--- src/verilog/axi_wb_pkg.sv ---
////////////////////
// Shared encodings for the AXI write to Wishbone bridge
// Burst and response codes follow the AXI4 field values
// Master states fit in two bits
////////////////////

package axi_wb_pkg;

	////////////////////
	// AXI field encodings
	typedef enum logic [1:0]
	{
		FIXED = 2'd0,	// Same address every beat
		INCR  = 2'd1,	// Word address steps by one
		WRAP  = 2'd2	// Handled as INCR here
	} burst_t;

	typedef enum logic [1:0]
	{
		OKAY   = 2'd0,
		SLVERR = 2'd2	// Some beat of the burst saw a bus error
	} resp_t;

	////////////////////
	// Wishbone master states
	typedef enum logic [1:0]
	{
		IDLE,		// cyc low
		BUS,		// stb up, requests going out
		DRAIN,		// stb down, acks still owed
		ERR_FLUSH	// Marking issued beats as failed
	} wb_state_t;

endpackage

--- src/verilog/aw_burst_expander.sv ---
////////////////////
// Turns one accepted AW request into awlen+1 beat entries
// Full-width beats only, awsize is not looked at
// WRAP bursts step like INCR, no wrap boundary applied
// One beat per cycle while the ring reports room
////////////////////

module aw_burst_expander #(
	parameter ID_W   = 6,
	parameter ADDR_W = 28
) (
	input  logic              i_axi_clk,
	input  logic              i_reset,
	// AW channel
	input  logic              i_axi_awvalid,
	output logic              o_axi_awready,
	input  logic [ID_W-1:0]   i_axi_awid,
	input  logic [ADDR_W-1:0] i_axi_awaddr,	// Word address
	input  logic [7:0]        i_axi_awlen,
	input  logic [1:0]        i_axi_awburst,
	// Beat entries into the ring
	input  logic              i_ring_room,
	output logic              o_beat_push,
	output logic [ADDR_W-1:0] o_beat_addr,
	output logic [ID_W-1:0]   o_beat_id,
	output logic              o_beat_last
);

	axi_wb_pkg::burst_t w_burst;
	logic               w_aw_fire;
	logic               r_busy;	// Burst being expanded
	logic               r_incr;	// Address steps per beat
	logic [7:0]         r_len;	// Beats left after this one

	assign w_burst = axi_wb_pkg::burst_t'(i_axi_awburst);
	assign w_aw_fire = i_axi_awvalid && o_axi_awready;

	// Only take a new address once the last burst is fully written out
	assign o_axi_awready = !r_busy && i_ring_room;
	assign o_beat_push   = r_busy && i_ring_room;
	assign o_beat_last   = (r_len == 8'd0);

	always_ff @(posedge i_axi_clk)
	begin
		if (i_reset)
			r_busy <= 1'b0;
		else if (w_aw_fire)
			r_busy <= 1'b1;
		else if (o_beat_push && o_beat_last)
			r_busy <= 1'b0;	// Final entry written
	end

	////////////////////
	// Burst payload
	always_ff @(posedge i_axi_clk)
	begin
		if (w_aw_fire)
		begin
			o_beat_addr <= i_axi_awaddr;
			o_beat_id   <= i_axi_awid;
			r_len       <= i_axi_awlen;
			r_incr      <= (w_burst == axi_wb_pkg::INCR)
				|| (w_burst == axi_wb_pkg::WRAP);
		end
		else if (o_beat_push)
		begin
			r_len       <= r_len - 8'd1;
			o_beat_addr <= o_beat_addr + {{(ADDR_W-1){1'b0}}, r_incr};	// FIXED holds
		end
	end

endmodule

--- src/verilog/write_beat_ring.sv ---
////////////////////
// Circular store of beat address, id, data, strobe and error
// Depth is 2**LGFIFO; pointers carry one extra wrap bit
// Space is only freed when a beat retires to the B stage
// wlast is not compared with the beat count from awlen
// Issue side read is registered, retire side is not
////////////////////

module write_beat_ring #(
	parameter ID_W   = 6,
	parameter ADDR_W = 28,
	parameter DATA_W = 32,
	parameter LGFIFO = 4
) (
	input  logic                i_axi_clk,
	input  logic                i_reset,
	// From the expander
	input  logic                i_beat_push,
	input  logic [ADDR_W-1:0]   i_beat_addr,
	input  logic [ID_W-1:0]     i_beat_id,
	input  logic                i_beat_last,
	output logic                o_ring_room,
	// W channel
	input  logic                i_axi_wvalid,
	output logic                o_axi_wready,
	input  logic [DATA_W-1:0]   i_axi_wdata,
	input  logic [DATA_W/8-1:0] i_axi_wstrb,
	// Wishbone master side
	output logic                o_issue_avail,
	output logic [ADDR_W-1:0]   o_issue_addr,
	output logic [DATA_W-1:0]   o_issue_data,
	output logic [DATA_W/8-1:0] o_issue_sel,
	input  logic                i_issue_take,
	input  logic                i_done_take,
	input  logic                i_done_err,
	// Response side
	output logic                o_retire_avail,
	output logic [ID_W-1:0]     o_retire_id,
	output logic                o_retire_last,
	output logic                o_retire_err,
	input  logic                i_retire_take
);

	localparam DEPTH = 1 << LGFIFO;
	localparam SEL_W = DATA_W / 8;
	localparam AE_W  = ID_W + 1 + ADDR_W;	// {id, last, addr}

	logic [AE_W-1:0]         r_amem [0:DEPTH-1];
	logic [SEL_W+DATA_W-1:0] r_dmem [0:DEPTH-1];
	logic                    r_emem [0:DEPTH-1];

	logic [LGFIFO:0] r_ahead, r_dhead, r_issue, r_done, r_retire;
	logic [LGFIFO:0] w_issue_next;	// Issue pointer after this edge
	logic [LGFIFO:0] w_afill, w_dfill;
	logic            w_wfire;
	logic            r_live;	// Low for the cycle after reset

	assign w_afill = r_ahead - r_retire;
	assign w_dfill = r_dhead - r_retire;
	assign o_ring_room  = r_live && !w_afill[LGFIFO];	// MSB set means full
	assign o_axi_wready = r_live && !w_dfill[LGFIFO];
	assign w_wfire = i_axi_wvalid && o_axi_wready;
	assign w_issue_next = r_issue + {{LGFIFO{1'b0}}, i_issue_take};

	////////////////////
	// Pointers
	always_ff @(posedge i_axi_clk)
	begin
		if (i_reset)
		begin
			r_live   <= 1'b0;
			r_ahead  <= '0;
			r_dhead  <= '0;
			r_issue  <= '0;
			r_done   <= '0;
			r_retire <= '0;
			o_issue_avail <= 1'b0;
		end
		else
		begin
			r_live <= 1'b1;
			if (i_beat_push)
				r_ahead <= r_ahead + 1'b1;
			if (w_wfire)
				r_dhead <= r_dhead + 1'b1;
			if (i_done_take)
				r_done <= r_done + 1'b1;
			if (i_retire_take)
				r_retire <= r_retire + 1'b1;
			r_issue <= w_issue_next;
			// Next beat needs both halves already stored
			o_issue_avail <= (w_issue_next != r_ahead) && (w_issue_next != r_dhead);
		end
	end

	// Storage writes, no reset on payload
	always_ff @(posedge i_axi_clk)
	begin
		if (i_beat_push)
			r_amem[r_ahead[LGFIFO-1:0]] <= {i_beat_id, i_beat_last, i_beat_addr};
		if (w_wfire)
			r_dmem[r_dhead[LGFIFO-1:0]] <= {i_axi_wstrb, i_axi_wdata};
		if (i_done_take)
			r_emem[r_done[LGFIFO-1:0]] <= i_done_err;	// Error per beat
	end

	// Registered read, looks ahead past a take
	always_ff @(posedge i_axi_clk)
	begin
		o_issue_addr <= r_amem[w_issue_next[LGFIFO-1:0]][ADDR_W-1:0];
		{o_issue_sel, o_issue_data} <= r_dmem[w_issue_next[LGFIFO-1:0]];
	end

	////////////////////
	// Retire view
	assign o_retire_avail = (r_retire != r_done);
	assign o_retire_id    = r_amem[r_retire[LGFIFO-1:0]][AE_W-1:ADDR_W+1];
	assign o_retire_last  = r_amem[r_retire[LGFIFO-1:0]][ADDR_W];
	assign o_retire_err   = r_emem[r_retire[LGFIFO-1:0]];

endmodule

--- src/verilog/wb_write_master.sv ---
////////////////////
// Pipelined Wishbone write master fed from the beat ring
// Up to 2**LGFIFO beats may be issued but not yet acked
// After an err, owed acks are ignored and every issued
// beat is failed one per cycle before cyc drops
////////////////////

module wb_write_master #(
	parameter ADDR_W = 28,
	parameter DATA_W = 32,
	parameter LGFIFO = 4
) (
	input  logic                i_axi_clk,
	input  logic                i_reset,
	// Ring issue port
	input  logic                i_issue_avail,
	input  logic [ADDR_W-1:0]   i_issue_addr,
	input  logic [DATA_W-1:0]   i_issue_data,
	input  logic [DATA_W/8-1:0] i_issue_sel,
	output logic                o_issue_take,
	output logic                o_done_take,
	output logic                o_done_err,
	// Wishbone
	output logic                o_wb_cyc,
	output logic                o_wb_stb,
	output logic [ADDR_W-1:0]   o_wb_addr,
	output logic [DATA_W-1:0]   o_wb_data,
	output logic [DATA_W/8-1:0] o_wb_sel,
	input  logic                i_wb_stall,
	input  logic                i_wb_ack,
	input  logic                i_wb_err
);

	axi_wb_pkg::wb_state_t r_state;
	logic [LGFIFO:0]       r_pending;	// Taken from ring, not yet done
	logic                  w_flush;
	logic                  w_err;		// Bus error on a live cycle
	logic                  w_complete;	// Ack or err for a request
	logic                  w_load;		// New beat into the stb register

	assign w_flush    = (r_state == axi_wb_pkg::ERR_FLUSH);
	assign w_err      = o_wb_cyc && i_wb_err && !w_flush;
	assign w_complete = o_wb_cyc && (i_wb_ack || i_wb_err) && !w_flush;
	assign w_load     = i_issue_avail && !w_flush && !w_err
		&& (!o_wb_stb || !i_wb_stall);	// Slot empty or being accepted

	assign o_issue_take = w_load;
	assign o_done_take  = w_complete || (w_flush && (r_pending != '0));
	assign o_done_err   = w_flush || w_err;

	always_ff @(posedge i_axi_clk)
	begin
		if (i_reset)
		begin
			r_state   <= axi_wb_pkg::IDLE;
			r_pending <= '0;
			o_wb_cyc  <= 1'b0;
			o_wb_stb  <= 1'b0;
		end
		else
		begin
			r_pending <= r_pending + {{LGFIFO{1'b0}}, w_load}
				- {{LGFIFO{1'b0}}, o_done_take};
			case (r_state)
			axi_wb_pkg::IDLE:
				if (w_load)
				begin
					o_wb_cyc <= 1'b1;
					o_wb_stb <= 1'b1;
					r_state  <= axi_wb_pkg::BUS;
				end
			axi_wb_pkg::BUS, axi_wb_pkg::DRAIN:
				if (w_err)
				begin
					o_wb_stb <= 1'b0;	// Stop issuing at once
					if (r_pending == 1)
					begin
						o_wb_cyc <= 1'b0;
						r_state  <= axi_wb_pkg::IDLE;
					end
					else
						r_state <= axi_wb_pkg::ERR_FLUSH;
				end
				else if (w_load)
				begin
					o_wb_stb <= 1'b1;	// Back to back
					r_state  <= axi_wb_pkg::BUS;
				end
				else if (r_state == axi_wb_pkg::BUS)
				begin
					if (!i_wb_stall)
					begin
						o_wb_stb <= 1'b0;
						r_state  <= axi_wb_pkg::DRAIN;
					end
				end
				else if (w_complete && (r_pending == 1))
				begin
					o_wb_cyc <= 1'b0;	// Last ack in
					r_state  <= axi_wb_pkg::IDLE;
				end
			default:	// ERR_FLUSH
				if (r_pending <= 1)
				begin
					o_wb_cyc <= 1'b0;
					r_state  <= axi_wb_pkg::IDLE;
				end
			endcase
		end
	end

	// Request payload, follows each load
	always_ff @(posedge i_axi_clk)
	begin
		if (w_load)
		begin
			o_wb_addr <= i_issue_addr;
			o_wb_data <= i_issue_data;
			o_wb_sel  <= i_issue_sel;
		end
	end

endmodule

--- src/verilog/bresp_tracker.sv ---
////////////////////
// Retires done beats in order, one per cycle
// Errors are merged over a burst into one B response
// Retiring pauses while a response waits for bready
////////////////////

module bresp_tracker #(
	parameter ID_W = 6
) (
	input  logic            i_axi_clk,
	input  logic            i_reset,
	// Ring retire port
	input  logic            i_retire_avail,
	input  logic [ID_W-1:0] i_retire_id,
	input  logic            i_retire_last,
	input  logic            i_retire_err,
	output logic            o_retire_take,
	// B channel
	output logic            o_axi_bvalid,
	input  logic            i_axi_bready,
	output logic [ID_W-1:0] o_axi_bid,
	output logic [1:0]      o_axi_bresp
);

	logic w_b_fire;
	logic w_err_base;	// Sticky flag as seen by this beat
	logic r_err;		// Any failed beat so far in this burst

	assign w_b_fire      = o_axi_bvalid && i_axi_bready;
	assign o_retire_take = i_retire_avail && (!o_axi_bvalid || i_axi_bready);
	assign w_err_base    = r_err && !w_b_fire;	// Cleared by B accept

	always_ff @(posedge i_axi_clk)
	begin
		if (i_reset)
		begin
			o_axi_bvalid <= 1'b0;
			r_err        <= 1'b0;
		end
		else
		begin
			if (w_b_fire)
				o_axi_bvalid <= 1'b0;
			if (o_retire_take)
			begin
				r_err <= w_err_base || i_retire_err;
				if (i_retire_last)
					o_axi_bvalid <= 1'b1;
			end
			else
				r_err <= w_err_base;
		end
	end

	// Response payload, loaded on the last beat
	always_ff @(posedge i_axi_clk)
	begin
		if (o_retire_take && i_retire_last)
		begin
			o_axi_bid   <= i_retire_id;
			o_axi_bresp <= (w_err_base || i_retire_err) ? axi_wb_pkg::SLVERR
				: axi_wb_pkg::OKAY;
		end
	end

endmodule

--- src/verilog/axi_wr_to_wb_top.sv ---
////////////////////
// AXI4 write slave to pipelined Wishbone write master
// No read channels, no narrow bursts, no exclusive access
// Addresses are word addresses on both sides
// Beat count comes from awlen, wlast is not checked
// Reset is active low at the pin, synchronous inside
////////////////////

module axi_wr_to_wb_top #(
	parameter ID_W   = 6,
	parameter ADDR_W = 28,
	parameter DATA_W = 32,
	parameter LGFIFO = 4
) (
	input  logic                i_axi_clk,
	input  logic                i_axi_reset_n,
	// AW channel
	input  logic                i_axi_awvalid,
	output logic                o_axi_awready,
	input  logic [ID_W-1:0]     i_axi_awid,
	input  logic [ADDR_W-1:0]   i_axi_awaddr,
	input  logic [7:0]          i_axi_awlen,
	input  logic [1:0]          i_axi_awburst,
	// W channel
	input  logic                i_axi_wvalid,
	output logic                o_axi_wready,
	input  logic [DATA_W-1:0]   i_axi_wdata,
	input  logic [DATA_W/8-1:0] i_axi_wstrb,
	input  logic                i_axi_wlast,	// Not checked
	// B channel
	output logic                o_axi_bvalid,
	input  logic                i_axi_bready,
	output logic [ID_W-1:0]     o_axi_bid,
	output logic [1:0]          o_axi_bresp,
	// Wishbone
	output logic                o_wb_cyc,
	output logic                o_wb_stb,
	output logic [ADDR_W-1:0]   o_wb_addr,
	output logic [DATA_W-1:0]   o_wb_data,
	output logic [DATA_W/8-1:0] o_wb_sel,
	input  logic                i_wb_stall,
	input  logic                i_wb_ack,
	input  logic                i_wb_err
);

	logic                w_reset;
	// Expander to ring
	logic                w_beat_push, w_beat_last, w_ring_room;
	logic [ADDR_W-1:0]   w_beat_addr;
	logic [ID_W-1:0]     w_beat_id;
	// Ring to master
	logic                w_issue_avail, w_issue_take, w_done_take, w_done_err;
	logic [ADDR_W-1:0]   w_issue_addr;
	logic [DATA_W-1:0]   w_issue_data;
	logic [DATA_W/8-1:0] w_issue_sel;
	// Ring to tracker
	logic                w_retire_avail, w_retire_last, w_retire_err, w_retire_take;
	logic [ID_W-1:0]     w_retire_id;

	assign w_reset = !i_axi_reset_n;

	aw_burst_expander #(.ID_W(ID_W), .ADDR_W(ADDR_W)) u_expander (
		.i_axi_clk(i_axi_clk), .i_reset(w_reset),
		.i_axi_awvalid(i_axi_awvalid), .o_axi_awready(o_axi_awready),
		.i_axi_awid(i_axi_awid), .i_axi_awaddr(i_axi_awaddr),
		.i_axi_awlen(i_axi_awlen), .i_axi_awburst(i_axi_awburst),
		.i_ring_room(w_ring_room), .o_beat_push(w_beat_push),
		.o_beat_addr(w_beat_addr), .o_beat_id(w_beat_id), .o_beat_last(w_beat_last)
	);

	write_beat_ring #(.ID_W(ID_W), .ADDR_W(ADDR_W), .DATA_W(DATA_W), .LGFIFO(LGFIFO))
	u_ring (
		.i_axi_clk(i_axi_clk), .i_reset(w_reset),
		.i_beat_push(w_beat_push), .i_beat_addr(w_beat_addr),
		.i_beat_id(w_beat_id), .i_beat_last(w_beat_last), .o_ring_room(w_ring_room),
		.i_axi_wvalid(i_axi_wvalid), .o_axi_wready(o_axi_wready),
		.i_axi_wdata(i_axi_wdata), .i_axi_wstrb(i_axi_wstrb),
		.o_issue_avail(w_issue_avail), .o_issue_addr(w_issue_addr),
		.o_issue_data(w_issue_data), .o_issue_sel(w_issue_sel),
		.i_issue_take(w_issue_take), .i_done_take(w_done_take), .i_done_err(w_done_err),
		.o_retire_avail(w_retire_avail), .o_retire_id(w_retire_id),
		.o_retire_last(w_retire_last), .o_retire_err(w_retire_err),
		.i_retire_take(w_retire_take)
	);

	wb_write_master #(.ADDR_W(ADDR_W), .DATA_W(DATA_W), .LGFIFO(LGFIFO)) u_master (
		.i_axi_clk(i_axi_clk), .i_reset(w_reset),
		.i_issue_avail(w_issue_avail), .i_issue_addr(w_issue_addr),
		.i_issue_data(w_issue_data), .i_issue_sel(w_issue_sel),
		.o_issue_take(w_issue_take), .o_done_take(w_done_take), .o_done_err(w_done_err),
		.o_wb_cyc(o_wb_cyc), .o_wb_stb(o_wb_stb), .o_wb_addr(o_wb_addr),
		.o_wb_data(o_wb_data), .o_wb_sel(o_wb_sel),
		.i_wb_stall(i_wb_stall), .i_wb_ack(i_wb_ack), .i_wb_err(i_wb_err)
	);

	bresp_tracker #(.ID_W(ID_W)) u_tracker (
		.i_axi_clk(i_axi_clk), .i_reset(w_reset),
		.i_retire_avail(w_retire_avail), .i_retire_id(w_retire_id),
		.i_retire_last(w_retire_last), .i_retire_err(w_retire_err),
		.o_retire_take(w_retire_take),
		.o_axi_bvalid(o_axi_bvalid), .i_axi_bready(i_axi_bready),
		.o_axi_bid(o_axi_bid), .o_axi_bresp(o_axi_bresp)
	);

endmodule

--- config.mk ---
export PLATFORM = sky130hd
export DESIGN_NAME = axi_wr_to_wb_top
export DESIGN_NICKNAME = d
export VERILOG_FILES = /design/src/verilog/axi_wb_pkg.sv /design/src/verilog/aw_burst_expander.sv /design/src/verilog/write_beat_ring.sv /design/src/verilog/wb_write_master.sv /design/src/verilog/bresp_tracker.sv /design/src/verilog/axi_wr_to_wb_top.sv
export SDC_FILE = /design/constraint.sdc
export NUM_CORES = 1
export LEC_CHECK = 0
export BUFFER_PORTS_ARGS = -buffer_cell sky130_fd_sc_hd__buf_2
export CORE_UTILIZATION = 56
export CTS_CLUSTER_DIAMETER = 40
export DETAILED_ROUTE_END_ITERATION = 16
export PLACE_DENSITY = 0.73
export RECOVER_POWER = 100
export SYNTH_ARGS = -nofsm -noshare
export SYNTH_HDL_FRONTEND = slang
export SYNTH_SLANG_ARGS = --single-unit
--- constraint.sdc ---
create_clock -name i_axi_clk -period 4.9 [get_ports i_axi_clk]
set_clock_uncertainty 0.1 [all_clocks]
set_input_delay 0.49 -clock i_axi_clk [delete_from_list [all_inputs] [get_ports i_axi_clk]]
set_output_delay 0.49 -clock i_axi_clk [all_outputs]
set_load 0.02 [all_outputs]
### Yosys cells after proc, flatten, opt, wreduce, memory -nomap -nowiden

Memories as Yosys holds them, arrays and structs flattened. A register that Yosys moved wholly into a read port is not among the register bits.
Index checks and enable logic that the tools add are counted.
Widths: inputs -> output; s select.

| cells by class | value |
|---|---|
| add/sub/neg operators | 11 |
| $lt $le $gt $ge | 1 |
| equality and inequality tests | 18 |
| reductions and logical operators | 48 |
| muxes and demuxes | 44 |

Operator list:

| kind | number |
|---|---|
| $mux 28 | 2 |
| $add 28x1->28 | 1 |
| $mux 1 | 24 |
| $logic_and 1x1->1 | 21 |
| $add 5x1->5 const B | 4 |
| $mux 2 | 9 |
| $mux 4 | 4 |
| $mux 8 | 2 |
| $ne 5x5->1 | 3 |
| $add 5x1->5 | 2 |
| $sub 5x5->5 | 2 |
| $logic_not 1->1 | 9 |
| $logic_not 8->1 | 1 |
| $reduce_and 4->1 | 2 |
| $sub 8x1->8 const B | 1 |
| $logic_or 1x1->1 | 7 |
| $eq 2x2->1 const B | 3 |
| $ne 3x2->1 const B | 2 |
| $reduce_and 6->1 | 1 |
| $reduce_bool 2->1 | 3 |
| $eq 5x1->1 const B | 1 |
| $le 5x1->1 const B | 1 |
| $ne 5x1->1 const B | 1 |
| $ne 5x3->1 const B | 1 |
| other kinds (13) | 15 |

| storage, ports and cells | value |
|---|---|
| bits in writable memories | 1152 |
| bits in registers | 154 |
| word-level logic and storage cells | 148 |
| memories | 3 |
| output and inout port bits | 77 |

Memories:

| name | words | bits a word | read ports | clocked after memory_dff | write ports | line | RTL |
|---|---|---|---|---|---|---|---|
| u_ring.r_dmem | 16 | 36 | 1 | 1 | 1 | write_beat_ring.sv:49 | `logic [SEL_W+DATA_W-1:0] r_dmem [0:DEPTH-1];` |
| u_ring.r_amem | 16 | 35 | 2 | 2 | 1 | write_beat_ring.sv:48 | `logic [AE_W-1:0] r_amem [0:DEPTH-1];` |
| u_ring.r_emem | 16 | 1 | 1 | 1 | 1 | write_beat_ring.sv:50 | `logic r_emem [0:DEPTH-1];` |

### Longest topological paths before layout

Gate-level depths: netlist of run 1.

| logic depth | value |
|---|---|
| depth in word-level cells | 9 |
| depth in mapped cells | 14 |

### Cells and area by module

From an unflattened synthesis of run 1, not the netlist that was laid out.

| second synthesis, totals | value |
|---|---|
| cells, all modules | 2319 |
| area total of the unflattened synthesis | 52067.4 µm² |

Modules (own cells, without submodules):

| module | area each (µm²) | cells each | sequential area each (µm²) | times used |
|---|---|---|---|---|
| write_beat_ring | 46597.2 | 1906 | 36495.0 | 1 |
| wb_write_master | 2716.4 | 155 | 2102.0 | 1 |
| aw_burst_expander | 2424.8 | 235 | 1311.3 | 1 |
| bresp_tracker | 325.3 | 22 | 250.2 | 1 |
| axi_wr_to_wb_top | 3.8 | 1 | 0.0 | 1 |

### Least setup slack after synthesis of run 1

Ideal clock, no wire load.

| timing | value |
|---|---|
| kind | input-to-reg |
| from | input port i_wb_stall |
| to | register u_ring.o_issue_data[18] (read register of u_ring.r_dmem) |
| stages on the path | 10 |
| buffers on the path | 3 |
| data arrival time | 4537 ps |
| required time | 4666 ps |
| path slack | 129 ps |
| cell sequence | a21bo_2 -> or3_1 -> inv_1 -> ha_1 -> ha_1 -> clkbuf_1 -> clkbuf_1 -> clkbuf_1 -> mux4_2 -> mux4_2 |

| between the ends | value |
|---|---|
| cells in the longest elaborated chain, start to end | 4 |

RTL lines:

| what | line | RTL |
|---|---|---|
| from (decl) | axi_wr_to_wb_top.sv:41 | `input logic i_wb_stall,` |
| $logic_not 1->1 | wb_write_master.sv:45 | `&& (!o_wb_stb \|\| !i_wb_stall);` |
| $logic_or 1x1->1 | wb_write_master.sv:45 |  |
| $logic_and 1x1->1 | wb_write_master.sv:45 |  |
| $add 5x1->5 | write_beat_ring.sv:63 | `assign w_issue_next = r_issue + {{LGFIFO{1'b0}}, i_issue_take};` |
| via u_ring.w_issue_next[1] | write_beat_ring.sv:53 | `logic [LGFIFO:0] w_issue_next;` |
| to (decl) | write_beat_ring.sv:31 | `output logic [DATA_W-1:0] o_issue_data,` |

The timed path passes the listed nets, and every way through them passes these cells.
A chain may end at the register's enable or synchronous reset.

### Worst setup path after layout of run 1

| timing | value |
|---|---|
| from | register u_ring.r_ahead[2] |
| to | memory u_ring.r_amem[9][11] (netlist bit) (enable) |

| between the ends | value |
|---|---|
| cells in the longest elaborated chain, start to end | 6 |

RTL lines:

| what | line | RTL |
|---|---|---|
| from (decl) | write_beat_ring.sv:52 | `logic [LGFIFO:0] r_ahead, r_dhead, r_issue, r_done, r_retire;` |
| from (signal assigned) | write_beat_ring.sv:83 | `r_ahead <= r_ahead + 1'b1;` |
| $sub 5x5->5 | write_beat_ring.sv:58 | `assign w_afill = r_ahead - r_retire;` |
| $logic_not 1->1 | write_beat_ring.sv:60 | `assign o_ring_room = r_live && !w_afill[LGFIFO];` |
| $logic_and 1x1->1 | write_beat_ring.sv:60 |  |
| $logic_and 1x1->1 | aw_burst_expander.sv:40 | `assign o_beat_push = r_busy && i_ring_room;` |
| $mux 1 | write_beat_ring.sv:99 | `if (i_beat_push)` |
| $mux 1 (not written as such) | write_beat_ring.sv:100 | `r_amem[r_ahead[LGFIFO-1:0]] <= {i_beat_id, i_beat_last, i_beat_addr};` |
| to (decl) | write_beat_ring.sv:48 |  |

Parallel ways exist; a longest one is shown, timed or not.

==> summary.txt, run 1 <==
Status
  – Failing checks: max-capacitance violations, max-slew violations
  – Status: finished with violations

Clock network
  – H-Tree Depth: 4
  – Clock root cell: clkbuf_16
  – TritonCTS clock tree: built
  – Sink Count: 1,373
  – Clk_lat worst skew: 0.74 ns
  – Max Root-Sink Buffers: 3
  – CTS Buf Count: 152
  – Post_cts resized: 0
  – Clk slew on worst S/H paths: 0.06 ns

Yosys
  – Yosys top cell by area: edfxtp_1
  – Synth Cell Area: 52,050 um2
  – Sequential-to-total area share from yosys stat: 0.7715
  – Leading post-synthesis cells by cell area: edfxtp_1 73%, mux4_2 15%, dfxtp_1 4.1%
  – Ys async rst share: 0
  – Top post-synthesis cells by count: 1,266 x edfxtp_1, 357 x mux4_2, 107 x dfxtp_1
  – Synth Flop Type: edfxtp_1
  – Mapped Cells: 2,308
  – Register bit total from synthesis: 1,373
  – Ys Warns: 0
  – Top-count cell post-synth: edfxtp_1
  – Post-synth EDFFs: 1,266
  – Mapped Nets: 2,436
  – Syn Area/Cell: 22.55 um2
  – Share of the synthesized area in the top cell type: 0.7303
  – Yosys cell types: 64

Global routing
  – Antenna violations before repair: 0
  – Gr usage total: 0.2417
  – Total grt overflow: 0
  – Vias in the first global route: 25,710
  – Largest net degree at the start of global routing: 62
  – First-pass GRT wire length: 164,700 um

Floorplanning
  – Die W: 306.9 um
  – Num rows: 111
  – Io pins: 166
  – Core area: 91,800 um2
  – Die H: 306.9 um
  – DIE AREA: 94,180 um2
  – Starting Density: 0.5670

Route
  – Routed vias: 24,500
  – WL/cell: 27.49 um
  – First-pass detailed-route iteration total: 5
  – Total Wirelength: 111,000 um
  – DR vias/cell: 6.064
  – Routed Antenna Nets: 0
  – DRC Markers: 0
  – Iteration-0 DRC Markers: 2,380

Critical path
  – Critical path launch point type: register
  – Setup CP Type: reg2reg
  – Crit path max fanout: 21
  – FF-to-FF Start: u_ring.r_ahead[2]$_SDFFE_PN0P_
  – Crit path DAT: 4.54 ns
  – Reg2reg end: u_ring.r_amem[9][11]$_DFFE_PP_
  – R2r worst-path depth: 7
  – Data required, critical path: 5.17 ns
  – Flop-to-flop setup slack: 0.63 ns
  – Critical Path Sink Type: register

Timing
  – Pin slew with the least headroom to its limit: 2.116 ns
  – Max Slew Vio Count: 44
  – Final TNS setup: 0 ns
  – Rel. slew slack: -0.4126
  – Final setup violating endpoints: 0
  – Crit share post-route: 0.8713
  – Fin crit period: 4.269 ns
  – RSZ-0062 raised after global routing: false
  – Count of final hold-check violations: 0
  – Max Fclk: 234.2 MHz

Final layout
  – Multi-input logic area: 11,350 um2
  – Ant diodes: 0
  – Final core utilization: 0.6587
  – Register area: 40,160 um2
  – Net count, final: 2,795
  – FILL cells: 5,789
  – Layout area overhead: 16.16%
  – Share of cells above drive strength 1: 0.2774
  – Final Non-Filler Cells: 4,040

Power and ir drop
  – Final Power: 26.44 mW
  – PD cells: 437.2 nW/um2
  – VDD IR-drop max: 358.2 uV
  – Leak: 19.26 nW

Placed design
  – DP HPWL: 59,410 um
  – Placed cells: 3,684
  – RePlAce Congestion: 0.7676
  – # port buffers: 163

Worst hold path
  – Hold depth: 2
  – Min-Delay Path Class: in2reg
  – Hold path start: i_axi_awaddr[4]
  – Worst Hold Path EP: u_expander.o_beat_addr[4]$_DFFE_PP_

Flow run
  – Max Cap Violations: 2
state kept, by name, indices dropped and copies added, names as in the netlist, 16 cells and up, named ones only:
| name | flops |
|---|---|
| u_expander.o_beat_addr | 28 |
| u_master.o_wb_addr | 28 |
| u_master.o_wb_data | 32 |
| u_ring.o_issue_addr | 28 |
| u_ring.o_issue_data | 32 |
| u_ring.r_amem | 560 |
| u_ring.r_dmem | 576 |
| u_ring.r_emem | 16 |
cells in the final DEF (no fill, tap or decap), drive strengths merged, types with 13 or more instances in the layout:
cell type,synthesis,layout
a21oi,16,16
and2,20,20
buf,47,99
bufinv,0,13
clkbuf,55,319
clkinv,1,56
dfxtp,107,107
dlygate4sd3,0,72
edfxtp,1266,1266
ha,38,38
inv,36,59
mux2,33,33
mux2i,18,18
mux4,357,357
nand2,41,41
nand3,26,26
nor2,53,53
nor3,13,13
xnor2,36,36
xor2,26,26
final cells by class:
cell class | count | area share
Clock inverter | 101 | 0.01875
Multi-Input combinational cell | 796 | 0.1877
Sequential cell | 1373 | 0.6642
Timing Repair Buffer | 307 | 0.03383
Tap cell | 1243 | 0.02572
Clock buffer | 183 | 0.06754
Inverter | 37 | 0.002318
power breakdown:
| group | internal [mW] | switching, mW |
|---|---|---|
| Clock | 6.78 | 4.76 |
| Sequential | 13.2 | 0.372 |
| Combinational | 0.647 | 0.633 |
| Total | 20.7 | 5.77 |
routing by layer:
metal	GRT usage	wire, um
met1	0.3162	43400
met2	0.4213	58770
met3	0.03949	6657
met4	0.06837	2215
met5	0	0
repair_timing:
item                                   CTS  global route
endpoints found under the hold margin  461             0
setup buffers                            0             0
hold buffers                            72             0
how the worst max path moves through the flow:
stage	start	endpoint	slack, ns	depth (start not counted)
final	u_ring.r_ahead[2]$_SDFFE_PN0P_	u_ring.r_amem[9][11]$_DFFE_PP_	0.63	7
after global placement	i_wb_stall	u_ring.o_issue_addr[19]$_DFF_P_	1.24	8
after detailed placement	i_wb_stall	u_ring.o_issue_addr[18]$_DFF_P_	1.19	8
after CTS	u_ring.r_retire[1]$_SDFFE_PN0P_	u_ring.r_dmem[8][11]$_DFFE_PP_	1.19	7
after global routing	u_ring.r_retire[1]$_SDFFE_PN0P_	u_ring.r_dmem[3][11]$_DFFE_PP_	0.48	7
after floorplan	i_wb_stall	u_ring.o_issue_data[18]$_DFF_P_	0.13	10
per-stage QoR:
step	worst slack [ns]	area, um2	hold WS, ns
5_1_grt	0.4830	60470	0.003861
3_3_place_gp	1.242	54930	0.2875
3_5_place_dp	1.194	54930	0.2887
2_1_floorplan	0.1290	52050	0.2855
6_report	0.6307	60470	0.03836
4_1_cts	1.186	60870	0.0009461
cells by family after synthesis:
family,synth area share
flip-flops,0.7715
AND/OR/NAND/NOR,0.02228
XOR/XNOR,0.01043
other,0.00007204
multiplexers,0.1661
buffers and inverters,0.01127
adder cells (fa/ha/maj),0.009519
AO/OA/AOI/OAI,0.008870
worst max-delay path, stage by stage, from the launching register on:
cell,delay (ns)
dfxtp_1,0.57
ha_1,0.30
o21a_1,0.12
nor2_1,0.08
or4_1,0.64
nand2_1,0.29
and3_1,1.21
clkbuf_1,0.57
No activity file was read; power rests on OpenSTA's default activity.
==> run 2: changes to the inputs <==
- CORE_ASPECT_RATIO: unset -> 0.5
==> summary.txt, run 2 (synthesis results as in run 1) <==
Critical path
  – Crit path max fanout: 14
  – Crit path DAT: 4.50 ns
  – Setup CP Type: reg2reg
  – Data required, critical path: 5.17 ns
  – Critical path launch point type: register
  – Critical Path Sink Type: register

Global routing
  – Largest net degree at the start of global routing: 115
  – First-pass GRT wire length: 158,800 um
  – Vias in the first global route: 24,480
  – Antenna violations before repair: 0
  – Gr usage total: 0.2319
  – Total grt overflow: 0

Final layout
  – Max reg flops: 576
  – Commonest non-fill, non-tap cell in the layout: edfxtp_1
  – Most frequent cells in the layout: 1,266 x edfxtp_1, 357 x mux4_2, 160 x clkbuf_1
  – Net count, final: 2,732
  – Layout area overhead: 13.06%
  – Share of cells above drive strength 1: 0.2592
  – Ant diodes: 0

Route
  – First-pass detailed-route iteration total: 5
  – Routed vias: 23,790
  – DR vias/cell: 6.026
  – WL/cell: 27.12 um
  – Total Wirelength: 107,100 um
  – Iteration-0 DRC Markers: 2,591
  – DRC Markers: 0
  – Routed Antenna Nets: 0

Clock network
  – Post_cts resized: 0
  – Clk_lat worst skew: 0.70 ns
  – Sink Count: 1,373
  – Max Root-Sink Buffers: 3
  – H-Tree Depth: 3
  – Clock root cell: clkbuf_16
  – Setup Fix Bufs, Post-CTS: 0
  – CTS Buf Count: 118
  – Clk slew on worst S/H paths: 0.06 ns
  – TritonCTS clock tree: built
  – Hold-fix buffers, CTS: 39

Floorplanning
  – Io pins: 166
  – DIE AREA: 94,250 um2
  – Die H: 217.6 um
  – Die W: 433.2 um
  – Core area: 91,350 um2
  – Starting Density: 0.5698
  – Num rows: 78

Timing
  – Rel. slew slack: -0.4990
  – Max Slew Vio Count: 224
  – Final setup violating endpoints: 0
  – Max Fclk: 236.5 MHz
  – Pin slew with the least headroom to its limit: 2.248 ns
  – RSZ-0062 raised after global routing: false
  – Crit share post-route: 0.8629
  – Count of final hold-check violations: 0
  – Final TNS setup: 0 ns
  – Fin crit period: 4.228 ns

Placed design
  – # port buffers: 163
  – DP HPWL: 57,360 um
  – RePlAce Congestion: 0.7418

Worst hold path
  – Min-Delay Path Class: in2reg

Power and ir drop
  – Final Power: 24.40 mW
  – Leak: 18.45 nW
  – VDD IR-drop max: 278.7 uV
  – PD cells: 414.6 nW/um2

Flow run
  – Max Cap Violations: 10

Status
  – Failing checks: max-capacitance violations, max-slew violations
  – Status: finished with violations
run 2: path summary, 6_finish.rpt:
check,slack [ns],startpoint,cells past startpoint,endpoint
worst max register to register,0.67,u_ring.r_retire[1]$_SDFFE_PN0P_,7,u_ring.r_dmem[0][16]$_DFFE_PP_
worst min-delay path,0.04,i_axi_awburst[1],2,u_expander.r_incr$_DFFE_PP_
worst min register to register,0.30,u_ring.o_issue_addr[4]$_DFF_P_,0,u_master.o_wb_addr[4]$_DFFE_PN_
worst max-delay path,0.67,u_ring.r_retire[1]$_SDFFE_PN0P_,7,u_ring.r_dmem[0][16]$_DFFE_PP_
run 2: power breakdown:
group | internal, mW | switching (mW)
sequential | 13.2 | 0.332
combinational | 0.637 | 0.656
clock | 5.32 | 4.23
run 2: area by class of cell:
| cell class | count | area, um2 |
|---|---|---|
| multi-input combinational | 796 | 11360 |
| inverter | 37 | 140.1 |
| sequential | 1373 | 40160 |
| clock buffer | 154 | 3262 |
| timing repair buffer | 278 | 1662 |
| fill | 6068 | 32490 |
| tap | 1240 | 1551 |
| clock inverter | 70 | 719.4 |
run 2: per-layer routing:
| layer | part of all wire | track usage | up-vias |
|---|---|---|---|
| met5 | 0 | 0 | - |
| met4 | 0.019 | 0.06184 | 0 |
| met3 | 0.065 | 0.03461 | 137 |
| met2 | 0.51 | 0.3824 | 871 |
| met1 | 0.41 | 0.3294 | 12590 |
| li1 | - | - | 10190 |
run 2: stage by stage:
stage	cells	area (um2)	setup slack, ns	hold WS, ns	util
final	3948	58850	0.6720	0.03917	0.6443
after CTS	3948	59260	1.123	0.005026	0.6488
after floorplan	2308	52050	0.1290	0.2855	-
after global routing	3948	58850	0.4998	0.02473	0.6443
after detailed placement	3685	54890	1.147	0.2887	0.6009
after global placement	3685	54890	1.165	0.2873	0.6009
run 2: critical path: stages (launching register included):
cell and delay [ns]:
dfxtp_1 0.44, inv_1 0.12, ha_1 0.33, a2111oi_2 0.46, o21bai_1 0.30, a211oi_1 0.49
and2_0 1.19, buf_4 0.47
==> run 3: changes to the inputs <==
- CORE_UTILIZATION: 56 -> 60
- PLACE_DENSITY: 0.73 -> 0.74
- SYNTH_HIERARCHICAL: unset -> 1
- clock period: 4.9 -> 5.4 ns (I/O delays scaled with it)
==> summary.txt, run 3 <==
Status
  – Status: finished with violations
  – Failing checks: max-capacitance violations, max-slew violations

Clock network
  – H-Tree Depth: 3
  – CTS Buf Count: 111
  – Setup Fix Bufs, Post-CTS: 0
  – Hold-fix buffers, CTS: 11
  – Max Root-Sink Buffers: 3
  – Clk slew on worst S/H paths: 0.07 ns
  – Clk_lat worst skew: 0.70 ns
  – Post_cts resized: 0
  – Sink Count: 1,373
  – Clock root cell: clkbuf_16
  – TritonCTS clock tree: built

Critical path
  – Crit path max fanout: 15
  – Data required, critical path: 5.61 ns
  – Critical Path Sink Type: register
  – Slowest-stage cell, CP: clkbuf_1
  – Critical Path Max Stage Delay: 0.80 ns
  – Flop-to-flop setup slack: 0.90 ns
  – Crit path max-delay family: buffers and inverters
  – Critical path launch point type: register
  – Setup CP Type: reg2reg
  – CP Cell Sequence: inv_1, ha_1, a21o_1, a21o_1, a21oi_1, mux2i_1, and2_0, clkbuf_1, and3_1, and2_2, clkbuf_1
  – Worst path bufs/invs: 3
  – Crit path DAT: 4.71 ns

Yosys
  – Synth Flop Type: edfxtp_1
  – Mapped Cells: 2,319
  – Syn Area/Cell: 22.45 um2
  – Mapped Nets: 2,447
  – Top post-synthesis cells by count: 1,266 x edfxtp_1, 360 x mux4_2, 107 x dfxtp_1
  – Ys async rst share: 0
  – Register bit total from synthesis: 1,373
  – Yosys cell types: 67
  – Ys Warns: 6
  – Post-synth EDFFs: 1,266
  – Sequential-to-total area share from yosys stat: 0.7713
  – Synth Cell Area: 52,070 um2
  – Top-count cell post-synth: edfxtp_1
  – Yosys top cell by area: edfxtp_1
  – Leading post-synthesis cells by cell area: edfxtp_1 73%, mux4_2 16%, dfxtp_1 4.1%
  – Share of the synthesized area in the top cell type: 0.7301

Floorplanning
  – Starting Density: 0.6138
  – Die H: 210.3 um
  – Io pins: 166
  – Die W: 418.6 um
  – Num rows: 75
  – DIE AREA: 88,030 um2
  – Core area: 84,830 um2

Global routing
  – Antenna violations before repair: 3
  – First-pass GRT wire length: 160,500 um
  – Gr usage total: 0.2539
  – Total grt overflow: 0
  – Vias in the first global route: 24,550
  – Largest net degree at the start of global routing: 70

Timing
  – Max Slew Vio Count: 331
  – Pin slew with the least headroom to its limit: 2.033 ns
  – Count of final hold-check violations: 0
  – RSZ-0062 raised after global routing: false
  – Rel. slew slack: -0.3556
  – Final TNS setup: 0 ns
  – Hold WS: 0.05240 ns
  – Max Fclk: 222.0 MHz
  – Crit share post-route: 0.8340
  – Fin crit period: 4.504 ns
  – Final setup violating endpoints: 0

Power and ir drop
  – VDD IR-drop max: 281.6 uV
  – PD cells: 385.3 nW/um2
  – Leak: 18.16 nW

Final layout
  – Final core utilization: 0.6864
  – Commonest non-fill, non-tap cell in the layout: edfxtp_1
  – Net count, final: 2,701
  – Final Non-Filler Cells: 3,826
  – Share of cells above drive strength 1: 0.2540
  – Multi-input logic area: 11,240 um2
  – Max reg flops: 576
  – Register area: 40,160 um2
  – Layout area overhead: 11.83%
  – FILL cells: 5,204
  – Most frequent cells in the layout: 1,266 x edfxtp_1, 360 x mux4_2, 156 x clkbuf_1

Worst hold path
  – Min-Delay Path Class: in2reg

Placed design
  – RePlAce Congestion: 0.7589
  – # port buffers: 163
  – DP HPWL: 57,110 um
  – Placed cells: 3,604

Route
  – DRC Markers: 0
  – Routed Antenna Nets: 0
  – WL/cell: 28.47 um
  – Iteration-0 DRC Markers: 2,737
  – DR vias/cell: 6.289
  – Routed vias: 24,060
  – First-pass detailed-route iteration total: 5
  – Total Wirelength: 108,900 um

Flow run
  – Max Cap Violations: 10
## run 3: layout make-up
class / count / area share
sequential: 1373 / 0.6897
multi-input combinational: 811 / 0.1931
clock buffer: 141 / 0.05177
tap: 1155 / 0.02482
timing repair buffer: 247 / 0.02310
clock inverter: 68 / 0.01554
inverter: 29 / 0.001870
antenna: 2 / 0.00008596
## run 3: metal layers
| metal | global-route usage | wire length [um] | up-vias |
|---|---|---|---|
| li1 | - | - | 10120 |
| met1 | 0.3578 | 43670 | 12760 |
| met2 | 0.4172 | 55500 | 1022 |
| met3 | 0.03995 | 7285 | 154 |
| met4 | 0.07894 | 2480 | 0 |
| met5 | 0 | 0 | - |
## run 3: power by group
group,internal [mW],switching [mW],leakage [nW],total (mW)
clock,4.98,3.71,1.90,8.69
combinational,0.608,0.715,3.93,1.32
sequential,12.1,0.335,12.3,12.4
## run 3: logic make-up (layout without fill, tap and decap cells)
| kind of cell | count (synthesis) | after routing | synth area share |
|---|---|---|---|
| AO/OA/AOI/OAI | 94 | 94 | 0.01264 |
| other | 1 | 3 | 0.00007202 |
| multiplexers | 369 | 369 | 0.1575 |
| flip-flops | 1373 | 1373 | 0.7713 |
| XOR/XNOR | 52 | 52 | 0.008747 |
| adder cells (fa/ha/maj) | 39 | 39 | 0.009516 |
| buffers and inverters | 135 | 485 | 0.01370 |
| AND/OR/NAND/NOR | 256 | 256 | 0.02651 |
## run 3: stage by stage
| step | power (mW) | setup slack, ns | cell area, um2 |
|---|---|---|---|
| CTS | 22.61 | 1.439 | 58560 |
| detailed placement | 13.99 | 1.411 | 54530 |
| global route | 23.10 | 0.5865 | 58230 |
| finish | 22.43 | 0.8963 | 58230 |
| floorplan | 13.50 | 0.4751 | 52070 |
| global placement | 13.93 | 1.457 | 54530 |
## run 3: worst reg2reg max path: stages, from the launching register on
cell and delay [ns]:
dfxtp_1 0.44, inv_1 0.11, ha_1 0.28, a21o_1 0.15, a21o_1 0.17, a21oi_1 0.18, mux2i_1 0.41, and2_0 0.18
clkbuf_1 0.38, and3_1 0.30, and2_2 0.60, clkbuf_1 0.82
## run 3: path summary, 6_finish.rpt
check | from | endpoint | cells past startpoint
setup / recovery | u_ring/r_retire[1]$_SDFFE_PP0P_ | u_ring/r_amem[13][1]$_DFFE_PP_ | 11
hold / removal | i_axi_awaddr[1] | u_expander/o_beat_addr[1]$_DFFE_PP_ | 3
setup reg to reg | u_ring/r_retire[1]$_SDFFE_PP0P_ | u_ring/r_amem[13][1]$_DFFE_PP_ | 11
hold reg to reg | u_ring/o_issue_data[20]$_DFF_P_ | u_master/o_wb_data[20]$_DFFE_PN_ | 0
